===== config.mk =====
export PLATFORM = sky130hd
export DESIGN_NAME = ethHost
export DESIGN_NICKNAME = d
export VERILOG_FILES = /design/src/ethPkg.sv /design/src/busDecode.sv /design/src/ethHost.sv /design/src/ethRegs.sv /design/src/phySync.sv
export SDC_FILE = /design/constraint.sdc
export NUM_CORES = 1
export LEC_CHECK = 0
export BUFFER_PORTS_ARGS = -buffer_cell sky130_fd_sc_hd__buf_2
export CORE_UTILIZATION = 55
export DETAILED_ROUTE_END_ITERATION = 16
export HOLD_SLACK_MARGIN = 0.12
export PLACE_DENSITY = 0.82
export SLEW_MARGIN = 10
export SYNTH_ARGS = -nofsm -noshare
export SYNTH_HDL_FRONTEND = slang
export SYNTH_SLANG_ARGS = --single-unit

===== constraint.sdc =====
create_clock -name ifpins -period 3.1 [get_ports ifpins]
set_input_delay 0.155 -clock ifpins [delete_from_list [all_inputs] [get_ports ifpins]]
set_output_delay 0.155 -clock ifpins [all_outputs]
set_load 0.02 [all_outputs]

===== src/ethPkg.sv =====
/*
 * Ethernet MAC host glue shared definitions
 * Bus widths, register map and register bit fields
 */

package ethPkg;

  ////////////////////////////////////////////////////////////////////////////
  // Bus and PHY widths
  ////////////////////////////////////////////////////////////////////////////

  // Host bus data word
  typedef logic [31:0] dataT;
  // Word address, byte offset bits dropped
  typedef logic [11:2] wordAddrT;
  // One select per byte lane
  typedef logic [3:0] byteSelT;
  // Register index inside the register region
  typedef logic [7:0] regIdxT;
  // MII receive nibble
  typedef logic [3:0] nibbleT;

  ////////////////////////////////////////////////////////////////////////////
  // Register map
  ////////////////////////////////////////////////////////////////////////////

  // Byte addresses
  localparam logic [11:0] ModerAdr     = 12'h000;
  localparam logic [11:0] IntSourceAdr = 12'h004;
  localparam logic [11:0] IntMaskAdr   = 12'h008;
  localparam logic [11:0] StatusAdr    = 12'h00C;
  localparam logic [11:0] MacAddr0Adr  = 12'h040;
  localparam logic [11:0] MacAddr1Adr  = 12'h044;

  // Same registers as word indexes
  localparam regIdxT ModerIdx     = ModerAdr[9:2];
  localparam regIdxT IntSourceIdx = IntSourceAdr[9:2];
  localparam regIdxT IntMaskIdx   = IntMaskAdr[9:2];
  localparam regIdxT StatusIdx    = StatusAdr[9:2];
  localparam regIdxT MacAddr0Idx  = MacAddr0Adr[9:2];
  localparam regIdxT MacAddr1Idx  = MacAddr1Adr[9:2];

  ////////////////////////////////////////////////////////////////////////////
  // Bit fields
  ////////////////////////////////////////////////////////////////////////////

  // MODER
  localparam int ModerRxEnBit  = 0;
  localparam int ModerFullDBit = 10;
  localparam int ModerWidth    = 17;
  // INT_SOURCE and INT_MASK share one layout
  localparam int IntCollBit  = 0;
  localparam int IntFrameBit = 1;
  localparam int IntWidth    = 2;
  // STATUS
  localparam int StatCarrierBit = 0;
  localparam int StatCollBit    = 1;
  localparam int StatRxEnBit    = 2;
  // Upper MAC address half
  localparam int MacAddr1Width = 16;

  // Stored bits of each register as seen on the bus
  localparam dataT ModerMask    = 32'h0001_FFFF;
  localparam dataT IntBitsMask  = 32'h0000_0003;
  localparam dataT StatusMask   = 32'h0000_0007;
  localparam dataT MacAddr1Mask = 32'h0000_FFFF;

  // All registers come out of reset cleared
  localparam dataT RegResetVal = '0;

endpackage


===== src/busDecode.sv =====
/*
 * Host bus address decoder
 * Splits the 4 KB slave space into register, descriptor and miss regions
 * and turns each request into byte-lane selects or an error request
 */

`timescale 1ns/1ps

module busDecode (
  input  logic             ifpins,
  input  logic             rstN_i,
  input  logic             stb_i,
  input  logic             cyc_i,
  input  ethPkg::wordAddrT adr_i,
  input  ethPkg::byteSelT  sel_i,
  output ethPkg::byteSelT  regCs_o,
  output logic             errReq_o,
  output ethPkg::regIdxT   regIdx_o
);

  // Clock and reset only keep the header uniform
  // The decode itself is purely combinational

  ////////////////////////////////////////////////////////////////////////////
  // Address map
  ////////////////////////////////////////////////////////////////////////////

  // Region code sits in address bits 11:10
  // 0x000 - 0x3FF registers
  localparam logic [1:0] RegRegion  = 2'b00;
  // 0x400 - 0x7FF descriptors, no longer backed
  localparam logic [1:0] DescRegion = 2'b01;
  // 0x800 - 0xFFF is the miss region, bit 11 alone marks it

  logic request;
  logic byteSelected;
  logic regRegion;
  logic descRegion;
  logic missRegion;

  // Valid bus cycle
  assign request = stb_i & cyc_i;

  // At least one lane enabled
  assign byteSelected = |sel_i;

  // Region hits
  assign regRegion  = (adr_i[11:10] == RegRegion);
  assign descRegion = (adr_i[11:10] == DescRegion);
  assign missRegion = adr_i[11];

  ////////////////////////////////////////////////////////////////////////////
  // Selects and error
  ////////////////////////////////////////////////////////////////////////////

  // One select per lane, only inside the register region
  assign regCs_o = {$bits(sel_i){request & byteSelected & regRegion}} & sel_i;

  // No lane selected, or an address with nothing behind it
  // Descriptor region answers like the miss region
  assign errReq_o = request & (~byteSelected | descRegion | missRegion);

  // Word index within the register region
  assign regIdx_o = adr_i[9:2];

endmodule


===== src/ethHost.sv =====
/*
 * Ethernet MAC host glue top level
 * Bus decoder, PHY status front end and register file
 */

`timescale 1ns/1ps

module ethHost #(
  parameter int SyncStages = 2
) (
  input  logic             ifpins,
  input  logic             rstN_i,
  // Host slave bus
  input  logic             stb_i,
  input  logic             cyc_i,
  input  logic             we_i,
  input  ethPkg::wordAddrT adr_i,
  input  ethPkg::byteSelT  sel_i,
  input  ethPkg::dataT     dat_i,
  output ethPkg::dataT     dat_o,
  output logic             ack_o,
  output logic             err_o,
  output logic             int_o,
  // PHY receive side
  input  logic             crs_i,
  input  logic             coll_i,
  input  logic             rxDv_i,
  input  logic             rxErr_i,
  input  ethPkg::nibbleT   rxD_i,
  output logic             rxDvGated_o,
  output logic             rxErrGated_o,
  output ethPkg::nibbleT   rxDGated_o
);

  import ethPkg::*;

  // Decoder to register file
  byteSelT regCs;
  logic    errReq;
  regIdxT  regIdx;

  // PHY front end to register file
  logic carrier;
  logic collision;
  logic rxEnActive;
  logic collEvent;
  logic frameStart;

  // Mode bits back to the PHY front end
  logic rxEnReq;
  logic fullD;

  ////////////////////////////////////////////////////////////////////////////
  // Bus decode
  ////////////////////////////////////////////////////////////////////////////

  busDecode decode (
    .ifpins   (ifpins),
    .rstN_i   (rstN_i),
    .stb_i    (stb_i),
    .cyc_i    (cyc_i),
    .adr_i    (adr_i),
    .sel_i    (sel_i),
    .regCs_o  (regCs),
    .errReq_o (errReq),
    .regIdx_o (regIdx)
  );

  ////////////////////////////////////////////////////////////////////////////
  // PHY front end
  ////////////////////////////////////////////////////////////////////////////

  phySync #(
    .SyncStages (SyncStages)
  ) phy (
    .ifpins       (ifpins),
    .rstN_i       (rstN_i),
    .crs_i        (crs_i),
    .coll_i       (coll_i),
    .rxDv_i       (rxDv_i),
    .rxErr_i      (rxErr_i),
    .rxD_i        (rxD_i),
    .rxEnReq_i    (rxEnReq),
    .fullD_i      (fullD),
    .carrier_o    (carrier),
    .collision_o  (collision),
    .rxEnActive_o (rxEnActive),
    .rxDvGated_o  (rxDvGated_o),
    .rxErrGated_o (rxErrGated_o),
    .rxDGated_o   (rxDGated_o),
    .collEvent_o  (collEvent),
    .frameStart_o (frameStart)
  );

  ////////////////////////////////////////////////////////////////////////////
  // Register file
  ////////////////////////////////////////////////////////////////////////////

  ethRegs regs (
    .ifpins       (ifpins),
    .rstN_i       (rstN_i),
    .we_i         (we_i),
    .dat_i        (dat_i),
    .regCs_i      (regCs),
    .errReq_i     (errReq),
    .regIdx_i     (regIdx),
    .carrier_i    (carrier),
    .collision_i  (collision),
    .rxEnActive_i (rxEnActive),
    .collEvent_i  (collEvent),
    .frameStart_i (frameStart),
    .dat_o        (dat_o),
    .ack_o        (ack_o),
    .err_o        (err_o),
    .int_o        (int_o),
    .rxEnReq_o    (rxEnReq),
    .fullD_o      (fullD)
  );

endmodule


===== src/ethRegs.sv =====
/*
 * Ethernet MAC host register file
 * Mode, interrupt, status and MAC address registers with byte-lane writes,
 * a registered single-cycle bus response and the interrupt output
 */

`timescale 1ns/1ps

module ethRegs (
  input  logic            ifpins,
  input  logic            rstN_i,
  input  logic            we_i,
  input  ethPkg::dataT    dat_i,
  input  ethPkg::byteSelT regCs_i,
  input  logic            errReq_i,
  input  ethPkg::regIdxT  regIdx_i,
  input  logic            carrier_i,
  input  logic            collision_i,
  input  logic            rxEnActive_i,
  input  logic            collEvent_i,
  input  logic            frameStart_i,
  output ethPkg::dataT    dat_o,
  output logic            ack_o,
  output logic            err_o,
  output logic            int_o,
  output logic            rxEnReq_o,
  output logic            fullD_o
);

  import ethPkg::*;

  // Stored registers
  logic [ModerWidth-1:0]    moder;
  logic [IntWidth-1:0]      intSource;
  logic [IntWidth-1:0]      intMask;
  dataT                     macAddr0;
  logic [MacAddr1Width-1:0] macAddr1;

  // Registered bus response
  logic ackQ;
  logic errQ;
  dataT datQ;

  // Write decode
  logic wrAccess;
  logic moderWr;
  logic intSourceWr;
  logic intMaskWr;
  logic macAddr0Wr;
  logic macAddr1Wr;

  // Merged write values
  dataT moderNext;
  dataT intMaskNext;
  dataT macAddr0Next;
  dataT macAddr1Next;

  // Interrupt source update
  logic [IntWidth-1:0] intSet;
  logic [IntWidth-1:0] intClr;

  // Read path
  dataT statusWord;
  dataT regMux;
  dataT readData;

  // Replace only the selected byte lanes
  function automatic dataT laneMerge(input dataT oldVal, input dataT newVal,
                                     input byteSelT lanes);
    dataT result;
    result = oldVal;
    for (int i = 0; i < $bits(byteSelT); i++)
    begin
      if (lanes[i])
        result[8*i +: 8] = newVal[8*i +: 8];
    end
    return result;
  endfunction

  ////////////////////////////////////////////////////////////////////////////
  // Write decode
  ////////////////////////////////////////////////////////////////////////////

  // One write per acknowledge, a held request skips the off cycle
  assign wrAccess = we_i & (|regCs_i) & ~ackQ;

  assign moderWr     = wrAccess & (regIdx_i == ModerIdx);
  assign intSourceWr = wrAccess & (regIdx_i == IntSourceIdx);
  assign intMaskWr   = wrAccess & (regIdx_i == IntMaskIdx);
  assign macAddr0Wr  = wrAccess & (regIdx_i == MacAddr0Idx);
  assign macAddr1Wr  = wrAccess & (regIdx_i == MacAddr1Idx);
  // STATUS and unmapped indexes take no write

  assign moderNext    = laneMerge(dataT'(moder), dat_i, regCs_i);
  assign intMaskNext  = laneMerge(dataT'(intMask), dat_i, regCs_i);
  assign macAddr0Next = laneMerge(macAddr0, dat_i, regCs_i);
  assign macAddr1Next = laneMerge(dataT'(macAddr1), dat_i, regCs_i);

  // Event bits into INT_SOURCE
  always_comb
  begin
    intSet              = '0;
    intSet[IntCollBit]  = collEvent_i;
    intSet[IntFrameBit] = frameStart_i;
  end

  // Write 1 to clear, all source bits live in lane 0
  assign intClr = (intSourceWr & regCs_i[0]) ? dat_i[IntWidth-1:0] : '0;

  ////////////////////////////////////////////////////////////////////////////
  // Registers
  ////////////////////////////////////////////////////////////////////////////

  always_ff @(posedge ifpins)
  begin
    if (!rstN_i)
    begin
      moder     <= RegResetVal[ModerWidth-1:0];
      intSource <= RegResetVal[IntWidth-1:0];
      intMask   <= RegResetVal[IntWidth-1:0];
      macAddr0  <= RegResetVal;
      macAddr1  <= RegResetVal[MacAddr1Width-1:0];
    end
    else
    begin
      if (moderWr)
        moder <= moderNext[ModerWidth-1:0];
      if (intMaskWr)
        intMask <= intMaskNext[IntWidth-1:0];
      if (macAddr0Wr)
        macAddr0 <= macAddr0Next;
      if (macAddr1Wr)
        macAddr1 <= macAddr1Next[MacAddr1Width-1:0];
      // A new event beats a clear in the same cycle
      intSource <= (intSource & ~intClr) | intSet;
    end
  end

  // Mode bits toward the PHY front end
  assign rxEnReq_o = moder[ModerRxEnBit];
  assign fullD_o   = moder[ModerFullDBit];

  ////////////////////////////////////////////////////////////////////////////
  // Read path
  ////////////////////////////////////////////////////////////////////////////

  always_comb
  begin
    statusWord                 = '0;
    statusWord[StatCarrierBit] = carrier_i;
    statusWord[StatCollBit]    = collision_i;
    statusWord[StatRxEnBit]    = rxEnActive_i;
  end

  always_comb
  begin
    case (regIdx_i)
      ModerIdx:     regMux = dataT'(moder);
      IntSourceIdx: regMux = dataT'(intSource);
      IntMaskIdx:   regMux = dataT'(intMask);
      StatusIdx:    regMux = statusWord;
      MacAddr0Idx:  regMux = macAddr0;
      MacAddr1Idx:  regMux = dataT'(macAddr1);
      default:      regMux = '0;
    endcase
  end

  // Data only for register reads
  assign readData = ((|regCs_i) & ~we_i) ? regMux : '0;

  ////////////////////////////////////////////////////////////////////////////
  // Bus response
  ////////////////////////////////////////////////////////////////////////////

  // Forced low after each pulse, a held request alternates
  always_ff @(posedge ifpins)
  begin
    if (!rstN_i)
    begin
      ackQ <= 1'b0;
      errQ <= 1'b0;
    end
    else
    begin
      ackQ <= (|regCs_i) & ~ackQ;
      errQ <= errReq_i & ~errQ;
    end
  end

  // Read data lines up with the acknowledge
  always_ff @(posedge ifpins)
  begin
    datQ <= readData;
  end

  assign ack_o = ackQ;
  assign err_o = errQ;
  assign dat_o = datQ;

  // Level interrupt from unmasked sources
  assign int_o = |(intSource & intMask);

endmodule


===== src/phySync.sv =====
/*
 * PHY status front end
 * Synchronizes carrier sense and collision, gates the receive path
 * with a frame-safe receive enable and flags collision and frame start
 */

`timescale 1ns/1ps

module phySync #(
  parameter int SyncStages = 2
) (
  input  logic           ifpins,
  input  logic           rstN_i,
  input  logic           crs_i,
  input  logic           coll_i,
  input  logic           rxDv_i,
  input  logic           rxErr_i,
  input  ethPkg::nibbleT rxD_i,
  input  logic           rxEnReq_i,
  input  logic           fullD_i,
  output logic           carrier_o,
  output logic           collision_o,
  output logic           rxEnActive_o,
  output logic           rxDvGated_o,
  output logic           rxErrGated_o,
  output ethPkg::nibbleT rxDGated_o,
  output logic           collEvent_o,
  output logic           frameStart_o
);

  // Synchronizer chains, index 0 samples the pin
  logic [SyncStages-1:0] crsSync;
  logic [SyncStages-1:0] collSync;

  // Receive enable as seen by the PHY path
  logic rxEnActive;

  // Previous values for the edge detectors
  logic collPrev;
  logic dvGatedPrev;

  ////////////////////////////////////////////////////////////////////////////
  // Carrier sense and collision
  ////////////////////////////////////////////////////////////////////////////

  always_ff @(posedge ifpins)
  begin
    if (!rstN_i)
    begin
      crsSync  <= '0;
      collSync <= '0;
    end
    else
    begin
      crsSync  <= {crsSync[SyncStages-2:0], crs_i};
      collSync <= {collSync[SyncStages-2:0], coll_i};
    end
  end

  // Both are meaningless in full duplex
  assign carrier_o   = crsSync[SyncStages-1] & ~fullD_i;
  assign collision_o = collSync[SyncStages-1] & ~fullD_i;

  ////////////////////////////////////////////////////////////////////////////
  // Receive enable and gating
  ////////////////////////////////////////////////////////////////////////////

  // Only follow the request between frames
  // so a frame is never cut in half
  always_ff @(posedge ifpins)
  begin
    if (!rstN_i)
      rxEnActive <= 1'b0;
    else if (!rxDv_i)
      rxEnActive <= rxEnReq_i;
  end

  assign rxEnActive_o = rxEnActive;

  // Gated receive path toward the MAC
  assign rxDvGated_o  = rxDv_i & rxEnActive;
  assign rxErrGated_o = rxErr_i & rxEnActive;
  // Nibble is qualified by data valid downstream
  assign rxDGated_o   = rxD_i;

  ////////////////////////////////////////////////////////////////////////////
  // Event pulses
  ////////////////////////////////////////////////////////////////////////////

  always_ff @(posedge ifpins)
  begin
    if (!rstN_i)
    begin
      collPrev    <= 1'b0;
      dvGatedPrev <= 1'b0;
    end
    else
    begin
      collPrev    <= collision_o;
      dvGatedPrev <= rxDvGated_o;
    end
  end

  // Rising edges, one cycle wide
  assign collEvent_o  = collision_o & ~collPrev;
  assign frameStart_o = rxDvGated_o & ~dvGatedPrev;

endmodule


==> results of run 1 <==
synthesized netlist by cell type (2+ instances only):
library cell / instances
nor3_1: 4
mux2_2: 2
nor4b_2: 2
nor2b_1: 18
or4b_1: 2
nand2b_1: 2
o21ai_1: 28
nor4b_1: 2
dfxtp_1: 110
and2_1: 24
o21ai_0: 4
nand3_1: 39
a31oi_1: 2
buf_1: 3
o21a_1: 2
clkbuf_1: 23
nor2_1: 17
nand2_1: 43
nor4_1: 4
and3_1: 3
buf_6: 2
buf_4: 4
nand4_1: 4
nor4_4: 2
a22oi_1: 15
a21boi_0: 3
mux2i_1: 36
a22o_1: 16
kinds of logic after synthesis:
| kind of cell | after synthesis | synth area share |
|---|---|---|
| AND/OR/NAND/NOR | 173 | 0.228 |
| flip-flops | 110 | 0.525 |
| AO/OA/AOI/OAI | 74 | 0.119 |
| multiplexers | 38 | 0.0913 |
| buffers and inverters | 33 | 0.0367 |
cell type report:
type | instances | share of cell area
clock inverters | 5 | 0.0160
repair buffers | 130 | 0.159
flip-flops and latches | 110 | 0.421
clock buffers | 11 | 0.0251
multi-input cells | 285 | 0.354
well taps | 99 | 0.0237
inverters | 1 | 0.000718
where the power goes:
| group | internal [W] | switching (W) |
|---|---|---|
| combinational | 0.0000706 | 0.0000748 |
| clock | 0.000457 | 0.000463 |
| sequential | 0.00142 | 0.00000170 |
| total | 0.00194 | 0.000540 |
through the flow:
step | setup slack, ns | std cells | utilization | area [sq um] | power, W
6_report | 0.989 | 641 | 0.717 | 5230 | 0.00248
2_1_floorplan | 1.14 | 428 | - | 4190 | 0.00151
3_5_place_dp | 0.931 | 592 | 0.642 | 4680 | 0.00156
4_1_cts | 0.984 | 641 | 0.717 | 5230 | 0.00248
5_1_grt | 0.777 | 641 | 0.717 | 5230 | 0.00257
3_3_place_gp | 0.981 | 592 | 0.642 | 4680 | 0.00156
metal layers:
layer	GRT usage	vias to the layer above	part of all wire
met5	0	-	0
met3	0.0554	20	0.048
li1	-	1720	-
met2	0.441	115	0.51
met4	0.110	0	0.022
met1	0.306	1615	0.42
worst min-delay path: stages:
cell,delay (ns)
buf_2,0.11
nand2_1,0.12
o21ai_1,0.08
worst max-delay path by stage:
| stage | from | to | slack, ns | cells after the start |
|---|---|---|---|---|
| global placement | adr_i[5] | regs.macAddr0[21] | 0.98 | 5 |
| CTS | regs.ack_o | regs.macAddr0[22] | 0.98 | 4 |
| global route | regs.ack_o | regs.macAddr1[14] | 0.78 | 4 |
| finish | regs.ack_o | regs.macAddr0[20] | 0.99 | 4 |
| floorplan | regs.ack_o | regs.macAddr0[16] | 1.14 | 5 |
| detailed placement | adr_i[5] | regs.macAddr0[29] | 0.93 | 5 |
what timing repair did:
| item | 4_1_cts | 5_1_grt |
|---|---|---|
| resized for setup | 0 | 0 |
| hold buffers | 33 | 0 |
| endpoints found under the hold margin | 60 | 0 |
sequential cells by signal, indices dropped and copies added (netlist names):
register / cells
regs.intMask: 2
regs.err_o: 1
phy.rxEnActive_o: 1
regs.dat_o: 32
phy.crsSync: 2
regs.ack_o: 1
phy.dvGatedPrev: 1
phy.collPrev: 1
regs.moder: 17
regs.intSource: 2
phy.collSync: 2
regs.macAddr1: 16
regs.macAddr0: 32
==> impl_metrics.py, run 1 <==
metrics = {
    "finish": {
        "regArea_sq_um": 2200,
        "fillers": 563,
        "syn_to_final_growth_pct": 24.6,
        "antennaDiodeCount": 0,
        "final_common_cell": "dfxtp_1",
        "final_nets": 596,
        "layout-drive-gt1-share": 0.223,
        "multiInputGateArea_sq_um": 1850,
        "most-common-layout-cells": "dfxtp_1, buf_2, nand2_1, nand3_1, mux2i_1",
    },
    "synthesis": {
        "ys_ff_latch": 110,
        "netlist_area_sq_um": 4190,
        "synth_nets": 487,
        "synth_cell_type_count": 40,
        "yosys.area.top_type_share": 0.525,
        "synthTopCellsByArea": "dfxtp_1, mux2i_1, nand3_1",
        "yosys_warnings": 0,
        "seq_area_frac_synth": 0.525,
        "yosys.area.top_type": "dfxtp_1",
        "syn_area_per_cell_sq_um": 9.80,
        "synth-async-reset-ratio": 0,
        "synthFlopType": "dfxtp_1",
        "synth-edff-count": 0,
        "syn_inst": 428,
    },
    "die": {
        "die_area_sq_um": 7980,
        "initial_core_util": 0.575,
        "die-width_microns": 89.3,
        "core-area_sq_um": 7290,
        "ioPinCount": 100,
        "placementRows": 31,
        "die_h_microns": 89.3,
    },
    "timing": {
        "relSlewSlack": 0.434,
        "finalHoldViolations": 0,
        "fmax_mhz": 474,
        "hold_ws_ns": 0.144,
        "rsz0062_at_grt": "no",
        "fin_setup_tns_ns": 0,
        "layout_min_cycle_time_ns": 2.11,
        "clock_skew_ns": 0.00941,
        "fin_crit_sh": 0.681,
        "drv_slew": 0,
        "setup_viol": 0,
        "worst_pin_slew_ns": 0.848,
    },
    "detailed_routing": {
        "dr_total_vias": 3470,
        "drt-wirelength-per-cell_microns": 15.2,
        "via_per_inst": 5.41,
        "antenna_left": 0,
        "finalWirelength_mm": 9.76,
        "remaining_drc_errors": 0,
        "drtIter0Drc": 228,
        "firstDrtPassIters": 5,
    },
    "grt": {
        "antenna_found_initial": 0,
        "grt_pass1_vias": 3221,
        "overflow": 0,
        "grt_usage": 0.255,
        "grt_start_max_net_pins": 96,
        "grt_pass1_wl_mm": 15.3,
    },
    "critical_path": {
        "worstSetupPathType": "reg2reg",
        "ff2ff_path_depth": 4,
        "critPathLaunchType": "flop",
        "critPathTopFamily": "simple AND/OR/NAND/NOR gates",
        "worst_setup_path_end_kind": "flop",
        "crit_required_ns": 3.36,
        "crit_arrival_ns": 2.37,
        "max_stage_delay_ns": 0.68,
        "cp_cell_sequence": "or4b_1 -> nor4_4 -> mux2i_1 -> nor2b_1",
        "reg2reg_slack_ns": 0.99,
        "path_buf_inv": 0,
        "reg2reg_to": "regs.macAddr0[20]",
        "rr_startpoint": "regs.ack_o",
        "cp_max_fo": 8,
        "crit_slowest_cell": "nor4_4",
    },
    "placed_design": {
        "io_buffers": 91,
        "place_congestion": 0.830,
        "hpwl_mm": 6.12,
    },
    "power": {
        "power_leakage_nw": 2.16,
        "ir_drop_uv": 280,
        "cellPowerDensity_nw_per_um2": 475,
    },
    "clock_tree": {
        "clock_latency_ns": 0.36,
        "cts_sinks": 110,
        "clk_pin_slew_ns": 0.10,
        "clockBufferDepth": 2,
        "numCtsBuffers": 9,
        "clock-root-buffer": "clkbuf_8",
        "post_cts_buffers": 0,
        "cts_max_level": 3,
        "cts_tree": "done",
    },
    "job": {
        "cap_viol_max_count": 0,
    },
    "worst_hold_path": {
        "min_to": "regs.macAddr1[8]",
        "whs_path_depth": 3,
        "hp-class": "in2reg",
        "hp-start": "dat_i[8]",
    },
    "status": {
        "status": "finished clean",
    },
}
Power figures use the tool's default switching activity.
==> inputs of run 2 (changes only) <==
--- a/config.mk
+++ b/config.mk
@@ -6,10 +6,10 @@
 export NUM_CORES = 1
 export LEC_CHECK = 0
 export BUFFER_PORTS_ARGS = -buffer_cell sky130_fd_sc_hd__buf_2
-export CORE_UTILIZATION = 55
+export CORE_UTILIZATION = 48
 export DETAILED_ROUTE_END_ITERATION = 16
 export HOLD_SLACK_MARGIN = 0.12
-export PLACE_DENSITY = 0.82
+export PLACE_DENSITY = 0.76
 export SLEW_MARGIN = 10
 export SYNTH_ARGS = -nofsm -noshare
 export SYNTH_HDL_FRONTEND = slang
==> constraint.sdc (replaced) <==
create_clock -name ifpins -period 1.8 [get_ports ifpins]
set_input_delay 0.09 -clock ifpins [delete_from_list [all_inputs] [get_ports ifpins]]
set_output_delay 0.09 -clock ifpins [all_outputs]
set_load 0.02 [all_outputs]
==> run 2 against run 1 <==
Against the previous run: non-clock buffer count increased by 34; cell area is 5.6% higher; count of clock-buffer cells in the layout did not move; combinational power grew 96%.
==> impl_metrics.py, run 2 (synthesis gave the netlist of run 1 again) <==
metrics = {
    "clock_tree": {
        "clock-root-buffer": "clkbuf_8",
        "clockBufferDepth": 2,
        "clk_pin_slew_ns": 0.10,
        "cts_tree": "done",
        "cts_sinks": 110,
        "numCtsBuffers": 9,
        "cts_max_level": 3,
        "clock_latency_ns": 0.38,
        "post_cts_buffers": 0,
    },
    "detailed_routing": {
        "remaining_drc_errors": 0,
        "dr_total_vias": 3539,
        "via_per_inst": 5.20,
        "antenna_left": 0,
        "drt-wirelength-per-cell_microns": 14.4,
        "drtIter0Drc": 249,
        "finalWirelength_mm": 9.79,
        "firstDrtPassIters": 4,
    },
    "grt": {
        "overflow": 0,
        "grt_usage": 0.233,
        "grt_pass1_wl_mm": 16.3,
        "antenna_found_initial": 0,
        "grt_start_max_net_pins": 96,
        "grt_pass1_vias": 3497,
    },
    "critical_path": {
        "critPathLaunchType": "flop",
        "reg2reg_to": "regs.macAddr0[18]",
        "cp_max_fo": 5,
        "crit_slowest_cell": "or4b_4",
        "worst_setup_path_end_kind": "flop",
        "cp_cell_sequence": "or4b_4 -> buf_6 -> nor4_4 -> buf_4 -> mux2i_1 -> nor2b_1",
        "critPathTopFamily": "simple AND/OR/NAND/NOR gates",
        "ff2ff_path_depth": 6,
        "max_stage_delay_ns": 0.49,
        "reg2reg_slack_ns": 0.05,
        "crit_arrival_ns": 2.02,
        "worstSetupPathType": "reg2reg",
        "rr_startpoint": "regs.ack_o",
        "worstSetupStartpoint": "regs.ack_o",
        "path_buf_inv": 2,
        "crit_required_ns": 2.07,
    },
    "die": {
        "core-area_sq_um": 8340,
        "die_h_microns": 95.5,
        "placementRows": 33,
        "initial_core_util": 0.503,
        "die_area_sq_um": 9110,
        "die-width_microns": 95.5,
        "ioPinCount": 100,
    },
    "worst_hold_path": {
        "min_to": "regs.err_o",
        "hp-class": "in2reg",
        "hp-start": "sel_i[0]",
        "whs_path_depth": 4,
    },
    "status": {
        "status": "finished clean",
    },
    "finish": {
        "syn_to_final_growth_pct": 31.5,
        "final_cells": 681,
        "layout-drive-gt1-share": 0.267,
        "antennaDiodeCount": 0,
        "final_nets": 630,
        "final_util": 0.661,
        "final_common_cell": "dfxtp_1",
        "most-common-layout-cells": "dfxtp_1, buf_2, nand2_1, nand3_1, dlygate4sd3_1",
    },
    "power": {
        "ir_drop_uv": 510,
        "cellPowerDensity_nw_per_um2": 767,
        "power_leakage_nw": 2.33,
        "power_w": 0.00423,
    },
    "timing": {
        "finalHoldViolations": 0,
        "worst_slack_ns": 0.0493,
        "clock_skew_ns": 0.0142,
        "worst_pin_slew_ns": 0.433,
        "layout_min_cycle_time_ns": 1.75,
        "setup_viol": 0,
        "fmax_mhz": 571,
        "drv_slew": 0,
        "relSlewSlack": 0.709,
        "fin_setup_tns_ns": 0,
        "rsz0062_at_grt": "yes",
        "fin_crit_sh": 0.973,
    },
    "placed_design": {
        "dp_cells": 628,
        "io_buffers": 91,
        "dp_slack_ns": -0.0788,
        "hpwl_mm": 6.45,
        "place_congestion": 0.872,
    },
    "job": {
        "cap_viol_max_count": 0,
    },
}
run 2: power by group:
group,leakage (nW),internal (W),switching (W)
registers,0.887,0.00244,0.00000265
clock network,0.104,0.000686,0.000817
logic,1.34,0.000150,0.000134
run 2: per-layer routing:
metal / wire (microns) / GRT usage
met5: 0 / 0
met4: 107 / 0.0933
met3: 508 / 0.0407
met2: 4810 / 0.411
met1: 4370 / 0.281
run 2: worst max path at each step:
stage,endpoint,slack (ns),cells past startpoint
final,regs.macAddr0[18],0.05,6
after global routing,regs.macAddr0[21],-0.03,6
after CTS,regs.macAddr0[30],0.03,6
after global placement,regs.macAddr0[1],-0.02,7
after detailed placement,regs.macAddr0[21],-0.08,7
after floorplan,regs.macAddr0[16],-0.13,5
run 2: worst min-delay path, stage by stage:
cell	delay [ns]
buf_2	0.11
nor4_1	0.06
nor3_1	0.14
nor4b_1	0.08
run 2: final cells by class:
class | count | area (sq um)
Clock inverter | 5 | 57.6
Clock buffer | 11 | 141
Inverter | 1 | 3.75
Multi-Input combinational cell | 285 | 1850
Sequential cell | 110 | 2200
Tap cell | 105 | 131
Fill cell | 653 | 2830
Timing Repair Buffer | 164 | 1120
run 2: stage by stage:
| step | hold slack [ns] | cell area [sq um] |
|---|---|---|
| after floorplan | 0.217 | 4200 |
| after global placement | 0.180 | 4940 |
| after detailed placement | 0.180 | 4940 |
| after CTS | 0.125 | 5520 |
| after global routing | 0.165 | 5520 |
| final | 0.144 | 5520 |
run 2: repair_timing:
action                                  in CTS  in global routing
hold buffers                                37                  0
endpoints found under the hold margin       74                  0
endpoints found under the setup margin       7                 14
pin swaps                                    1                  1
gates resized for setup                      2                  0
==> inputs of run 3 (changes only) <==
--- a/config.mk
+++ b/config.mk
@@ -6,10 +6,10 @@
 export NUM_CORES = 1
 export LEC_CHECK = 0
 export BUFFER_PORTS_ARGS = -buffer_cell sky130_fd_sc_hd__buf_2
-export CORE_UTILIZATION = 48
+export CORE_UTILIZATION = 55
 export DETAILED_ROUTE_END_ITERATION = 16
 export HOLD_SLACK_MARGIN = 0.12
-export PLACE_DENSITY = 0.76
+export PLACE_DENSITY = 0.82
 export SLEW_MARGIN = 10
 export SYNTH_ARGS = -nofsm -noshare
 export SYNTH_HDL_FRONTEND = slang
==> constraint.sdc (replaced) <==
create_clock -name ifpins -period 2.15 [get_ports ifpins]
set_input_delay 0.1075 -clock ifpins [delete_from_list [all_inputs] [get_ports ifpins]]
set_output_delay 0.1075 -clock ifpins [all_outputs]
set_load 0.02 [all_outputs]
==> run 3 against run 2 <==
Against the previous run: sequential power fell by 16%; setup slack improved by 0.078 ns; power decreased by 14%; critical endpoint is now regs.dat_o[1]; largest cell class unchanged; highest routed layer unchanged.
==> impl_metrics.py, run 3 (synthesis gave the netlist of run 1 again) <==
metrics = {
    "status": {
        "status": "finished clean",
    },
    "timing": {
        "fmax_mhz": 494,
        "worst_pin_slew_ns": 0.693,
        "drv_slew": 0,
        "clock_skew_ns": 0.00748,
        "rsz0062_at_grt": "no",
        "setup_viol": 0,
        "layout_min_cycle_time_ns": 2.02,
        "fin_setup_tns_ns": 0,
        "finalHoldViolations": 0,
        "fin_crit_sh": 0.941,
        "relSlewSlack": 0.538,
    },
    "clock_tree": {
        "post_cts_buffers": 0,
        "numCtsBuffers": 9,
        "cts_tree": "done",
        "cts_max_level": 3,
        "clockBufferDepth": 2,
        "clock_latency_ns": 0.37,
        "cts_sinks": 110,
        "clk_pin_slew_ns": 0.09,
        "clock-root-buffer": "clkbuf_8",
    },
    "grt": {
        "use_met1": 0.303,
        "grt_pass1_wl_mm": 16.0,
        "antenna_found_initial": 0,
        "overflow": 0,
        "busiest_layer": "met2",
        "grt_usage": 0.265,
        "grt_pass1_vias": 3450,
        "grt_start_max_net_pins": 53,
        "gr-usage-met3": 0.0379,
        "grt_util_met2": 0.477,
    },
    "power": {
        "cellPowerDensity_nw_per_um2": 676,
        "ir_drop_uv": 361,
        "power_leakage_nw": 2.24,
    },
    "detailed_routing": {
        "drt-wirelength-per-cell_microns": 15.0,
        "firstDrtPassIters": 5,
        "antenna_left": 0,
        "remaining_drc_errors": 0,
        "dr_total_vias": 3559,
        "finalWirelength_mm": 9.83,
        "drtIter0Drc": 181,
        "via_per_inst": 5.43,
    },
    "die": {
        "initial_core_util": 0.575,
        "die_area_sq_um": 7980,
        "ioPinCount": 100,
        "core-area_sq_um": 7290,
        "die-width_microns": 89.3,
        "die_h_microns": 89.3,
        "placementRows": 31,
    },
    "placed_design": {
        "hpwl_mm": 6.28,
        "io_buffers": 91,
        "place_area_sq_um": 4750,
        "place_congestion": 0.813,
        "dp_cells": 602,
    },
    "finish": {
        "syn_to_final_growth_pct": 27.8,
        "most-common-layout-cells": "dfxtp_1, buf_2, nand2_1, nand3_1, dlygate4sd3_1",
        "fillers": 533,
        "layout-drive-gt1-share": 0.239,
        "final_util": 0.735,
        "final_cells": 655,
        "stdcell_area_sq_um": 5360,
        "final_nets": 611,
        "final_common_cell": "dfxtp_1",
        "antennaDiodeCount": 0,
    },
    "worst_hold_path": {
        "whs_path_depth": 3,
        "hp-class": "in2reg",
        "hp-start": "adr_i[9]",
    },
    "critical_path": {
        "cp_cell_sequence": "dlygate4sd3_1 -> buf_2 -> nand2_1 -> or4_1 -> a211o_1 -> a31oi_1",
        "ff2ff_path_depth": 5,
        "worstSetupStartpoint": "cyc_i",
        "worst-path-stages": 6,
        "worst_setup_path_end_kind": "flop",
        "max_stage_delay_ns": 0.58,
        "critPathTopFamily": "compound AO/OA/AOI/OAI gates",
        "cp_max_fo": 17,
        "rr_startpoint": "regs.ack_o",
        "crit_required_ns": 2.44,
        "path_buf_inv": 2,
        "crit_arrival_ns": 2.31,
        "worstSetupPathType": "in2reg",
        "critPathLaunchType": "input pin",
        "crit_slowest_cell": "a211o_1",
    },
    "job": {
        "cap_viol_max_count": 0,
    },
}
run 3: layout make-up:
type	count	area, sq um	share of cell area
Tap cell	99	124	0.0231
Timing Repair Buffer	145	956	0.178
Clock buffer	11	151	0.0282
Multi-Input combinational cell	285	1850	0.346
Clock inverter	4	70.1	0.0131
Inverter	1	3.75	0.000700
Sequential cell	110	2200	0.411
run 3: stage by stage:
step                hold WS (ns)  power (W)  setup slack, ns
floorplan                  0.235    0.00218            0.193
global placement           0.215    0.00225            0.276
detailed placement         0.215    0.00225            0.249
CTS                        0.139    0.00363            0.138
global route               0.165    0.00374           0.0504
finish                     0.148    0.00363            0.127
run 3: path summary, 6_finish.rpt:
path / slack (ns) / to
worst max-delay path: 0.13 / regs.dat_o[1]
worst min-delay path: 0.15 / regs.ack_o
worst max register to register: 0.15 / regs.moder[16]
worst min register to register: 0.44 / phy.collSync[1]
run 3: repair_timing:
item,CTS,global route
setup endpoints to repair,0,1
resized for setup,0,1
hold buffers,38,0
endpoints found under the hold margin,71,0
run 3: tightest hold or removal path: stages:
cell     delay, ns
buf_2         0.12
or4_1         0.18
nor3b_1       0.07
run 3: where the power goes:
part | switching [W] | internal (W) | total [W]
clock | 0.000653 | 0.000710 | 0.00136
sequential | 0.00000252 | 0.00204 | 0.00204
combinational | 0.000110 | 0.000109 | 0.000219
total | 0.000765 | 0.00286 | 0.00363
run 3: layer usage:
metal | part of all wire | vias up | wire [microns]
li1 | - | 1759 | -
met1 | 0.42 | 1671 | 4090
met2 | 0.51 | 112 | 4990
met3 | 0.054 | 17 | 535
met4 | 0.022 | 0 | 214
met5 | 0 | - | 0
